--- config.mk ---
export PLATFORM = sky130hd
export DESIGN_NAME = exec_unit
export DESIGN_NICKNAME = d
export VERILOG_FILES = /design/src/design/exec_pkg.sv /design/src/design/exec_alu.sv /design/src/design/exec_forward.sv /design/src/design/exec_unit.sv
export VERILOG_INCLUDE_DIRS = /design/src /design/src/design
export SDC_FILE = /design/constraint.sdc
export NUM_CORES = 1
export LEC_CHECK = 0
export BUFFER_PORTS_ARGS = -buffer_cell sky130_fd_sc_hd__buf_2
export CAP_MARGIN = 20
export CELL_PAD_IN_SITES_DETAIL_PLACEMENT = 0
export CELL_PAD_IN_SITES_GLOBAL_PLACEMENT = 1
export CORE_AREA = 2 2 252 254
export DETAILED_ROUTE_END_ITERATION = 8
export DIE_AREA = 0 0 254 256
export PLACE_DENSITY_LB_ADDON = 0.1
export SLEW_MARGIN = 10
export SYNTH_ARGS = -nofsm -noshare
export SYNTH_HDL_FRONTEND = slang
export SYNTH_SLANG_ARGS = --single-unit
--- constraint.sdc ---
create_clock -name clk -period 10 [get_ports clk]
set_clock_uncertainty 0.1 [all_clocks]
set_input_delay 1 -clock clk [delete_from_list [all_inputs] [get_ports clk]]
set_output_delay 1 -clock clk [all_outputs]
set_load 0.05 [all_outputs]
--- src/design/exec_config.svh ---
`ifndef EXEC_CONFIG_SVH
`define EXEC_CONFIG_SVH

// architectural registers with x0 reading as zero.
`define EXEC_NUM_REGS 16

// recent destination writes kept for operand forwarding.
`define EXEC_FWD_DEPTH 4

// data memory size in 32-bit words.
`define EXEC_DMEM_WORDS 64

`endif

--- src/design/exec_pkg.sv ---
`default_nettype none
`include "exec_config.svh"

package exec_pkg;

    typedef logic [$clog2(`EXEC_NUM_REGS)-1:0] reg_idx_t;

    typedef enum logic [2:0] {
        op_alu,
        op_load,
        op_store,
        op_branch,
        op_jal
    } op_kind_e;

    // compare ops share the encoding space with the arithmetic ops.
    typedef enum logic [3:0] {
        add,
        sub,
        and_op,
        or_op,
        xor_op,
        sll,
        srl,
        sra,
        slt,
        sltu,
        beq,
        bne,
        blt
    } alu_op_e;

    typedef struct packed {
        logic [31:0] pc;
        op_kind_e    kind;
        alu_op_e     alu_op;
        reg_idx_t    rd;
        reg_idx_t    rs1;
        reg_idx_t    rs2;
        logic [31:0] imm;
        logic        src2_is_imm;
        logic        writes_rd;
    } issue_s;

    typedef struct packed {
        op_kind_e    kind;
        reg_idx_t    rd;
        logic        writes_rd;
        logic [31:0] result;
        logic [31:0] store_data;
    } ex_mem_s;

    typedef struct packed {
        reg_idx_t    rd;
        logic [31:0] data;
    } wb_s;

endpackage

`default_nettype wire

--- src/design/exec_alu.sv ---
`timescale 1ns/1ns
`default_nettype none

module exec_alu (
    input  exec_pkg::alu_op_e op,
    input  logic [31:0]       a,
    input  logic [31:0]       b,
    output logic [31:0]       result,
    output logic              taken
);

    logic [4:0] shamt;

    assign shamt = b[4:0];

    always_comb begin
        // compare ops leave the sum on result for target use.
        result = a + b;
        taken  = 1'b0;
        case (op)
            exec_pkg::add:    result = a + b;
            exec_pkg::sub:    result = a - b;
            exec_pkg::and_op: result = a & b;
            exec_pkg::or_op:  result = a | b;
            exec_pkg::xor_op: result = a ^ b;
            exec_pkg::sll:    result = a << shamt;
            exec_pkg::srl:    result = a >> shamt;
            exec_pkg::sra:    result = $unsigned($signed(a) >>> shamt);
            exec_pkg::slt:    result = {31'b0, $signed(a) < $signed(b)};
            exec_pkg::sltu:   result = {31'b0, a < b};
            exec_pkg::beq:    taken = (a == b);
            exec_pkg::bne:    taken = (a != b);
            exec_pkg::blt:    taken = ($signed(a) < $signed(b));
            default: begin
                result = a + b;
                taken  = 1'b0;
            end
        endcase
    end

endmodule

`default_nettype wire

--- src/design/exec_forward.sv ---
`timescale 1ns/1ns
`default_nettype none
`include "exec_config.svh"

module exec_forward (
    input  logic               clk,
    input  logic               rst,
    input  logic               push,
    input  exec_pkg::reg_idx_t push_rd,
    input  logic [31:0]        push_data,
    input  logic               push_is_load,
    input  logic               load_done,
    input  logic [31:0]        load_data,
    input  exec_pkg::reg_idx_t rs1,
    input  exec_pkg::reg_idx_t rs2,
    input  logic [31:0]        rf_data1,
    input  logic [31:0]        rf_data2,
    output logic [31:0]        src1,
    output logic [31:0]        src2,
    output logic               src1_wait,
    output logic               src2_wait
);

    localparam int DEPTH = `EXEC_FWD_DEPTH;

    // entry 0 holds the newest write.
    logic [DEPTH-1:0]   ent_valid;
    logic [DEPTH-1:0]   ent_pend;
    exec_pkg::reg_idx_t ent_rd   [DEPTH];
    logic [31:0]        ent_data [DEPTH];

    logic [DEPTH-1:0]   fill_sel;
    logic [DEPTH-1:0]   pend_left;
    logic [31:0]        data_fill [DEPTH];

    // newest match wins, so walk from oldest to newest.
    function automatic logic [32:0] pick(input exec_pkg::reg_idx_t rs,
                                         input logic [31:0] rf_val);
        logic [32:0] res;
        res = {1'b0, rf_val};
        for (int i = DEPTH - 1; i >= 0; i--) begin
            if (ent_valid[i] && ent_rd[i] == rs && rs != '0) begin
                res[31:0] = ent_data[i];
                res[32]   = res[32] | ent_pend[i];
            end
        end
        return res;
    endfunction

    always_comb begin
        {src1_wait, src1} = pick(rs1, rf_data1);
        {src2_wait, src2} = pick(rs2, rf_data2);
    end

    // loads return in order so the oldest pending entry gets the data.
    always_comb begin
        fill_sel = '0;
        for (int i = DEPTH - 1; i >= 0; i--) begin
            if (ent_pend[i] && fill_sel == '0) begin
                fill_sel[i] = 1'b1;
            end
        end
        if (!load_done) begin
            fill_sel = '0;
        end
    end

    assign pend_left = ent_pend & ~fill_sel;

    always_comb begin
        for (int i = 0; i < DEPTH; i++) begin
            data_fill[i] = fill_sel[i] ? load_data : ent_data[i];
        end
    end

    always_ff @(posedge clk or posedge rst) begin
        if (rst) begin
            ent_valid <= '0;
            ent_pend  <= '0;
        end else if (push) begin
            ent_valid <= {ent_valid[DEPTH-2:0], 1'b1};
            ent_pend  <= {pend_left[DEPTH-2:0], push_is_load};
        end else begin
            ent_pend <= pend_left;
        end
    end

    always_ff @(posedge clk) begin
        if (push) begin
            ent_rd[0]   <= push_rd;
            ent_data[0] <= push_data;
            for (int i = 1; i < DEPTH; i++) begin
                ent_rd[i]   <= ent_rd[i-1];
                ent_data[i] <= data_fill[i-1];
            end
        end else begin
            for (int i = 0; i < DEPTH; i++) begin
                ent_data[i] <= data_fill[i];
            end
        end
    end

endmodule

`default_nettype wire

--- src/design/exec_unit.sv ---
`timescale 1ns/1ns
`default_nettype none

module exec_unit (
    input  logic               clk,
    input  logic               rst,
    input  logic               issue_valid,
    input  exec_pkg::issue_s   issue,
    output logic               issue_ready,
    output exec_pkg::reg_idx_t rs1,
    output exec_pkg::reg_idx_t rs2,
    input  logic [31:0]        rf_data1,
    input  logic [31:0]        rf_data2,
    input  logic               mem_ready,
    input  logic               load_done,
    input  logic [31:0]        load_data,
    output logic               ex_valid,
    output exec_pkg::ex_mem_s  ex_out,
    output logic               redirect_valid,
    output logic [31:0]        redirect_pc,
    input  logic               pc_update
);

    logic [31:0]       src1;
    logic [31:0]       src2;
    logic              src1_wait;
    logic              src2_wait;
    logic [31:0]       alu_b;
    logic [31:0]       alu_result;
    logic              cmp_taken;
    logic [31:0]       target;
    logic [31:0]       link;
    logic [31:0]       result;
    logic              accept;
    logic              live;
    logic              transfer;
    logic              redirect_set;
    exec_pkg::ex_mem_s ex_next;

    assign rs1 = issue.rs1;
    assign rs2 = issue.rs2;

    assign issue_ready = mem_ready && !src1_wait && !src2_wait;
    assign accept      = issue_valid && issue_ready;
    // anything accepted behind a redirect is dropped.
    assign live        = accept && !redirect_valid;

    exec_forward forward_i (
        .clk          (clk),
        .rst          (rst),
        .push         (live && issue.writes_rd),
        .push_rd      (issue.rd),
        .push_data    (result),
        .push_is_load (issue.kind == exec_pkg::op_load),
        .load_done    (load_done),
        .load_data    (load_data),
        .rs1          (issue.rs1),
        .rs2          (issue.rs2),
        .rf_data1     (rf_data1),
        .rf_data2     (rf_data2),
        .src1         (src1),
        .src2         (src2),
        .src1_wait    (src1_wait),
        .src2_wait    (src2_wait)
    );

    assign alu_b = issue.src2_is_imm ? issue.imm : src2;

    exec_alu alu_i (
        .op     (issue.alu_op),
        .a      (src1),
        .b      (alu_b),
        .result (alu_result),
        .taken  (cmp_taken)
    );

    // branch and jal targets are pc relative.
    exec_alu target_i (
        .op     (exec_pkg::add),
        .a      (issue.pc),
        .b      (issue.imm),
        .result (target),
        .taken  ()
    );

    assign link     = issue.pc + 32'd4;
    assign result   = (issue.kind == exec_pkg::op_jal) ? link : alu_result;
    assign transfer = (issue.kind == exec_pkg::op_jal) ||
                      (issue.kind == exec_pkg::op_branch && cmp_taken);
    // a transfer to the fall-through pc needs no redirect.
    assign redirect_set = live && transfer && (target != link);

    always_comb begin
        ex_next.kind       = issue.kind;
        ex_next.rd         = issue.rd;
        ex_next.writes_rd  = issue.writes_rd;
        ex_next.result     = result;
        ex_next.store_data = src2;
    end

    always_ff @(posedge clk or posedge rst) begin
        if (rst) begin
            ex_valid       <= 1'b0;
            redirect_valid <= 1'b0;
        end else begin
            if (mem_ready) begin
                ex_valid <= live;
            end
            if (redirect_set) begin
                redirect_valid <= 1'b1;
            end else if (pc_update) begin
                redirect_valid <= 1'b0;
            end
        end
    end

    always_ff @(posedge clk) begin
        if (live) begin
            ex_out <= ex_next;
        end
        if (redirect_set) begin
            redirect_pc <= target;
        end
    end

endmodule

`default_nettype wire

After elaboration in Yosys (flattened, before gate mapping)
Memory sizes are Yosys's and may differ from the RTL's.
Cells that the tools add are included.
- RAM bits: 144
- bits in latches: 0
- register bits after elaboration: 114
- memories kept: 2
- logic and storage cells: 130
- memory bits (read-only): 0
- reductions and logical operators: 36
- bitwise gates (word level): 16
- $add $sub $neg: 4
- divide/modulo/power cells: 0
- shift-type cells: 3
- $mul: 0
- order comparisons: 2
- eq/ne operators: 26
- multiplexer cells: 31
- memory list (memory ; depth ; bits a word ; read ports ; clocked after memory_dff ; write ports ; RTL line ; text):
    forward_i.ent_data ; 4 ; 32 ; 4 ; 0 ; 4 ; exec_forward.sv:30 ; logic [31:0] ent_data [DEPTH];
    forward_i.ent_rd ; 4 ; 4 ; 4 ; 0 ; 4 ; exec_forward.sv:29 ; exec_pkg::reg_idx_t ent_rd [DEPTH];
- operators by type and width (kind ; number):
    32-bit 2-to-1 mux ; 10
    32-bit case mux with 9 select lines ; 1
    33-bit 2-to-1 mux ; 8
    32-bit adder ; 2
    32-bit < comparator ; 2
    32-bit inequality test ; 2
    32-bit by 3-bit adder with 32-bit output, second input constant ; 1
    32-bit bitwise AND ; 1
    32-bit equality test ; 1
    4-bit equality test ; 8
    32-bit OR ; 1
    32-bit by 5-bit left shift with 32-bit output ; 1
    32-bit by 5-bit >> shifter with 32-bit output ; 1
    32-bit by 5-bit >>> shifter with 32-bit output ; 1
    32-bit subtractor ; 1
    32-bit XOR ; 1
    1-bit logical AND ; 27
    4-bit equality test, second input constant ; 5
    4-bit by 3-bit equality test with 1-bit output, second input constant ; 4
    1-bit OR ; 10
    1-bit 2-to-1 mux ; 9
    4-bit by 2-bit equality test with 1-bit output, second input constant ; 2
    4-bit 2-to-1 mux ; 2
    4-bit nonzero test ; 2
    other kinds (13) ; 15

Depth between registers and ports, before layout
An unclocked memory read counts as a cell.
- depth after elaboration: 20
- mapped depth: 27

Hierarchy
Synthesis repeated with hierarchy kept, for this count alone.
- cells, all modules: 3997
- area, all modules: 32025.7 µm²
- modules (own cells, without submodules) (module ; area each (µm²) ; instances ; cells each):
    exec_forward ; 9202.6 ; 1 ; 972
    exec_alu (target_i) ; 8687.1 ; 1 ; 1303
    exec_alu (alu_i) ; 8474.4 ; 1 ; 1269
    exec_unit ; 5661.7 ; 1 ; 453

Least setup slack after synthesis
Ideal clock, no wire load.
- path kind: input -> register
- from: input port issue[39] (netlist name)
- to: register redirect_pc[0], enable pin
- buffers on the path: 2
- cell stages on the path: 11
- setup time: 0.421 ns
- slack: -0.999 ns
- arrival: 10.478 ns
- cell sequence: buf_2 > or4_4 > and3_4 > buf_6 > nand2_1 > o21ai_0 > a22oi_1 > nand4_1 > nor3b_1 > o21ai_0 > nor2_1
- cells in the longest elaborated chain, start to end: 17
- elaborated cells between the ends (all ways): 33
- those cells by class: order compare (1); eq/ne (6); mux (5); bitwise (3); reduce/logical (18)
- ends and longest elaborated chain (element ; RTL line ; text):
    start, declared ; exec_unit.sv:8 ; input exec_pkg::issue_s issue,
    4-bit equality test ; exec_forward.sv:42 ; if (ent_valid[i] && ent_rd[i] == rs && rs != '0) begin
    1-bit logical AND (2 in a row) ; exec_forward.sv:42 ;
    33-bit 2-to-1 mux ; exec_forward.sv:42 ;
    1-bit OR ; exec_forward.sv:44 ; res[32] = res[32] | ent_pend[i];
    33-bit 2-to-1 mux ; exec_forward.sv:42 ;
    1-bit OR ; exec_forward.sv:44 ;
    33-bit 2-to-1 mux ; exec_forward.sv:42 ;
    1-bit OR ; exec_forward.sv:44 ;
    33-bit 2-to-1 mux (*) ; exec_forward.sv:42 ;
    1-bit logical NOT (*) ; exec_unit.sv:43 ; assign issue_ready = mem_ready && !src1_wait && !src2_wait;
    1-bit logical AND (*) (2 in a row) ; exec_unit.sv:43 ;
    1-bit logical AND (*) ; exec_unit.sv:44 ; assign accept = issue_valid && issue_ready;
    1-bit logical AND (*) ; exec_unit.sv:46 ; assign live = accept && !redirect_valid;
    via live ; exec_unit.sv:35 ; logic live;
    1-bit logical AND (*) (2 in a row) ; exec_unit.sv:91 ; assign redirect_set = live && transfer && (target != link);
    via redirect_set ; exec_unit.sv:37 ; logic redirect_set;
    end signal, assigned ; exec_unit.sv:122 ; redirect_pc <= target;
    end, declared ; exec_unit.sv:20 ; output logic [31:0] redirect_pc,
The timed path passes the listed nets; every way through them passes the cells marked *.
A chain may end at the register's enable or synchronous reset.

Final worst setup path
- from: input port issue[35] (netlist name)
- to: register redirect_pc[26], enable pin
- cells in the longest elaborated chain, start to end: 16
- elaborated cells between the ends (all ways): 33
- those cells by class: order compare (1); eq/ne (6); mux (6); bitwise (3); reduce/logical (17)
- ends and longest elaborated chain (element ; RTL line):
    4-bit equality test ; exec_forward.sv:42
    1-bit logical AND (2 in a row) ; exec_forward.sv:42
    33-bit 2-to-1 mux ; exec_forward.sv:42
    1-bit OR ; exec_forward.sv:44
    33-bit 2-to-1 mux ; exec_forward.sv:42
    1-bit OR ; exec_forward.sv:44
    33-bit 2-to-1 mux ; exec_forward.sv:42
    1-bit OR ; exec_forward.sv:44
    33-bit 2-to-1 mux (*) ; exec_forward.sv:42
    parallel branches: the longest is 4 deep, another holds 32-bit < comparator ; --
    1-bit logical AND (*) (2 in a row) ; exec_unit.sv:91
    via redirect_set ; exec_unit.sv:37
Mark *: on every way through the listed nets, which the timed path passes.

==> impl_metrics.csv <==
group,metric,value,unit
yosys,synth_xor_area_share,4.66,%
grt,grt_use_total,38.5,%
clocking,clkTransAtPathRegs,0.07,ns
run_status,violations,"design-rule violations",
power,p_total,5.06,mW
run_status,status,"finished, violations left",
drt,vias,27600,
drt,routed_wl,130000,µm
setup_path,cp_max_fo,33,
layout,fill_cells,6377,
yosys,synth_cell_type_count,87,
yosys,ys_warn_count,0,
layout,drive_gt1_share,16.2,%
clocking,holdBufCountCts,0,
timing,rsz0062_at_grt,"false",
grt,grt_pass1_vias,25800,
power,cellPowerDensity,180,nW/µm²
yosys,seq_area_frac_synth,27.3,%
yosys,syn_avg_cell_area,7.90,µm²
yosys,postSynthCellCount,3122,
yosys,synthArstFlopShare,3.88,%
yosys,synth_top_area_share,18.5,%
yosys,yosysTopAreaCell,"edfxtp_1",
die,pin_count,302,
drt,viasPerCell,6.62,
layout,diodes,0,
die,fp.dieW,254,µm
yosys,synth-seq-cells,258,
placement,dp_hpwl,100000,µm
timing,finalSetupViolCount,0,
yosys,synth_compound_area_share,27.3,%
grt,antenna_found_initial,3,
drt,dr.pass1.iters,9,
grt,grt_pass1_wl,184000,µm
die,die_h,256,µm
yosys,yosys.area_share.simple,18.4,%
drt,ant_nets,0,
setup_path,cp-start-kind,"input port",
yosys,synth_area,24700,µm²
clocking,cts_tree,"yes",
clocking,clock_latency,0.60,ns
worst_hold_path,hold_class,"reg2reg",
placement,gp_congestion,1.05,
grt,overflow,0,
setup_path,cp.arrival,8.75,ns
yosys,muxShareOfSynthArea,9.11,%
yosys,yosys-top-cells-area,"edfxtp_1 (19%), dfxtp_1 (7.8%), mux2i_1 (6.7%), ha_1 (6.5%), nor2_1 (5.8%)",
drt,drt-initial-drc-count,4015,
timing,worst_pin_slew,1.21,ns
timing,fin_crit_sh,85.6,%
die,start_util,39.5,%
yosys,synth_edf_count,152,
clocking,cts_root_buf,"clkbuf_16",
grt,grt_max_degree,59,
clocking,cts_max_level,1,
clocking,cts_setup_buffers,0,
clocking,clkSinkCount,258,
drt,routedWlPerCell,31.0,µm
timing,setup_tns,0,ns
setup_path,crit_required,10.19,ns
yosys,synthFlopType,"edfxtp_1",
power,ir_drop,0.141,mV
timing,slew_violations,0,
timing,hold_viol,0,
yosys,yosys.area_share.adder,6.79,%
clocking,cts_buffer_depth,3,
setup_path,cp-end-kind,"flop",
drt,drcViolationCount,4,
placement,portBuffers,301,
flow_run,cap_violations,0,
layout,area_delta_synth_final,13.9,%
clocking,cts_buffers,30,
timing,period_minus_slack,8.56,ns
power,p_leak,11.6,nW
setup_path,crit_type,"in2reg",
layout,postLayoutCoreUtil,45.0,%
yosys,synth_nets,3441,
die,core_region_area,62400,µm²
timing,max_freq,117,MHz
clocking,cts-resized-gates,0,
die,die-area,65000,µm²
die,num_rows,92,
timing,slew-limit-headroom,19.0,%
yosys,synth_top_family_by_area,"compound AO/OA/AOI/OAI gates",
layout,fin_nets,3623,
## per-layer routing
layer	routed length, µm	global-route usage [%]	vias up
met5	26	0	-
met4	8190	19.9	4
met3	13000	6.96	354
met2	54900	57.8	1853
met1	53500	52.4	13400
li1	-	-	12000
## synthesized netlist by cell type, types with 21 or more instances
library cell  instances
edfxtp_1            152
a31oi_1              45
o22ai_1             102
xor2_1               41
buf_1                23
mux2_2               47
o21ai_0             168
or3_1                22
nand2_1             255
clkbuf_1            160
buf_2                40
o211ai_1             28
xnor2_1              85
a22oi_1              23
dfxtp_1              96
nand4_1              30
ha_1                129
a211oi_1             40
and3_1               26
nand3_1              90
a21o_1               56
o221ai_1             21
inv_1               137
a222oi_1             25
a311oi_1             34
nor3_1               81
o21a_1               57
mux2i_1             166
nor2_1              384
a21oi_1             215
## state kept, by name, indices dropped and copies added, names as in the netlist
register and count:
forward_i.ent_data 128, forward_i.ent_pend 4, ex_valid 1, forward_i.ent_valid 4
ex_out 72, redirect_valid 1, redirect_pc 32, forward_i.ent_rd 16
## worst max-delay path: stages
cell and delay [ns]:
buf_2 0.18, or3_1 0.38, a21oi_2 0.42, or2_2 0.65, buf_4 0.46, nor2_1 0.10
a311oi_1 0.29, a21oi_1 0.08, nor2_1 0.12, a21oi_1 0.10, o21a_1 0.33, ha_1 0.42
a21o_1 0.21, or3_1 0.33, o21ai_0 0.45, o31ai_1 0.18, buf_4 0.19, o31ai_1 0.52
o21ai_0 0.27, a2111oi_0 0.58, buf_4 0.24, a31oi_1 0.06, nor4_1 0.47, o21ai_0 0.28
nor2_4 0.18, buf_12 0.21
## where the power goes
group	leakage, nW	total (mW)	internal [mW]	switching (mW)
clock	0.509	1.19	0.709	0.482
combinational	8.74	2.26	0.746	1.51
sequential	2.34	1.61	1.37	0.241
## kinds of logic (layout without fill, tap and decap cells)
| group | count (synthesis) | count (layout) |
|---|---|---|
| compound gates | 1003 | 1003 |
| xor+xnor | 128 | 128 |
| fa+ha+maj | 132 | 132 |
| buf+inv | 383 | 589 |
| flops | 258 | 258 |
| mux | 217 | 217 |
| simple gates | 1001 | 1001 |
## layout by cell type, fill, tap and decap left out, types with 26 or more instances in the layout
master,n
o21ai_0,168
edfxtp_1,152
nor2_1,381
nor3_1,81
buf_4,87
a31oi_1,44
nand2_1,251
o211ai_1,28
a211oi_1,39
a311oi_1,34
mux2i_1,165
nand3_1,89
o21a_1,57
dfxtp_1,96
xnor2_1,85
a21oi_1,212
xor2_1,41
inv_1,136
o22ai_1,102
clkbuf_16,30
nand4_1,30
a21o_1,56
mux2_2,47
ha_1,129
buf_2,301
and3_1,26
## path summary, 6_finish.rpt
check,start,to,slack [ns],cells after the start
worst max-delay path,issue[35],redirect_pc[26],1.44,26
worst min-delay path,ex_valid,ex_valid,0.40,1
worst max register to register,forward_i.ent_rd[2][3],redirect_pc[26],1.52,25
worst min register to register,ex_valid,ex_valid,0.40,1
max in group asynchronous,rst,forward_i.ent_valid[0],8.83,2
min in group asynchronous,rst,ex_valid,0.44,2
## stage by stage
| stage | setup slack (ns) | cell area [µm²] | cells | hold slack [ns] |
|---|---|---|---|---|
| 4_1_cts | 1.84 | 28100 | 4172 | 0.402 |
| 5_1_grt | 1.25 | 28100 | 4174 | 0.442 |
| 2_1_floorplan | 1.93 | 24700 | 3122 | 0.366 |
| 6_report | 1.44 | 28100 | 4174 | 0.400 |
| 3_3_place_gp | 1.45 | 27000 | 4115 | 0.363 |
| 3_5_place_dp | 1.24 | 27000 | 4116 | 0.376 |
## cell type report
cell class	instances	area, µm²	area share, %
Tap cell	846	1060	3.77
Sequential cell	258	6740	24.0
Clock inverter	19	245	0.874
Multi-Input combinational cell	2481	16500	58.7
Timing Repair Buffer	391	2200	7.85
Inverter	142	533	1.90
Clock buffer	37	817	2.91
Note: power is estimated with default switching activity, not from simulation.
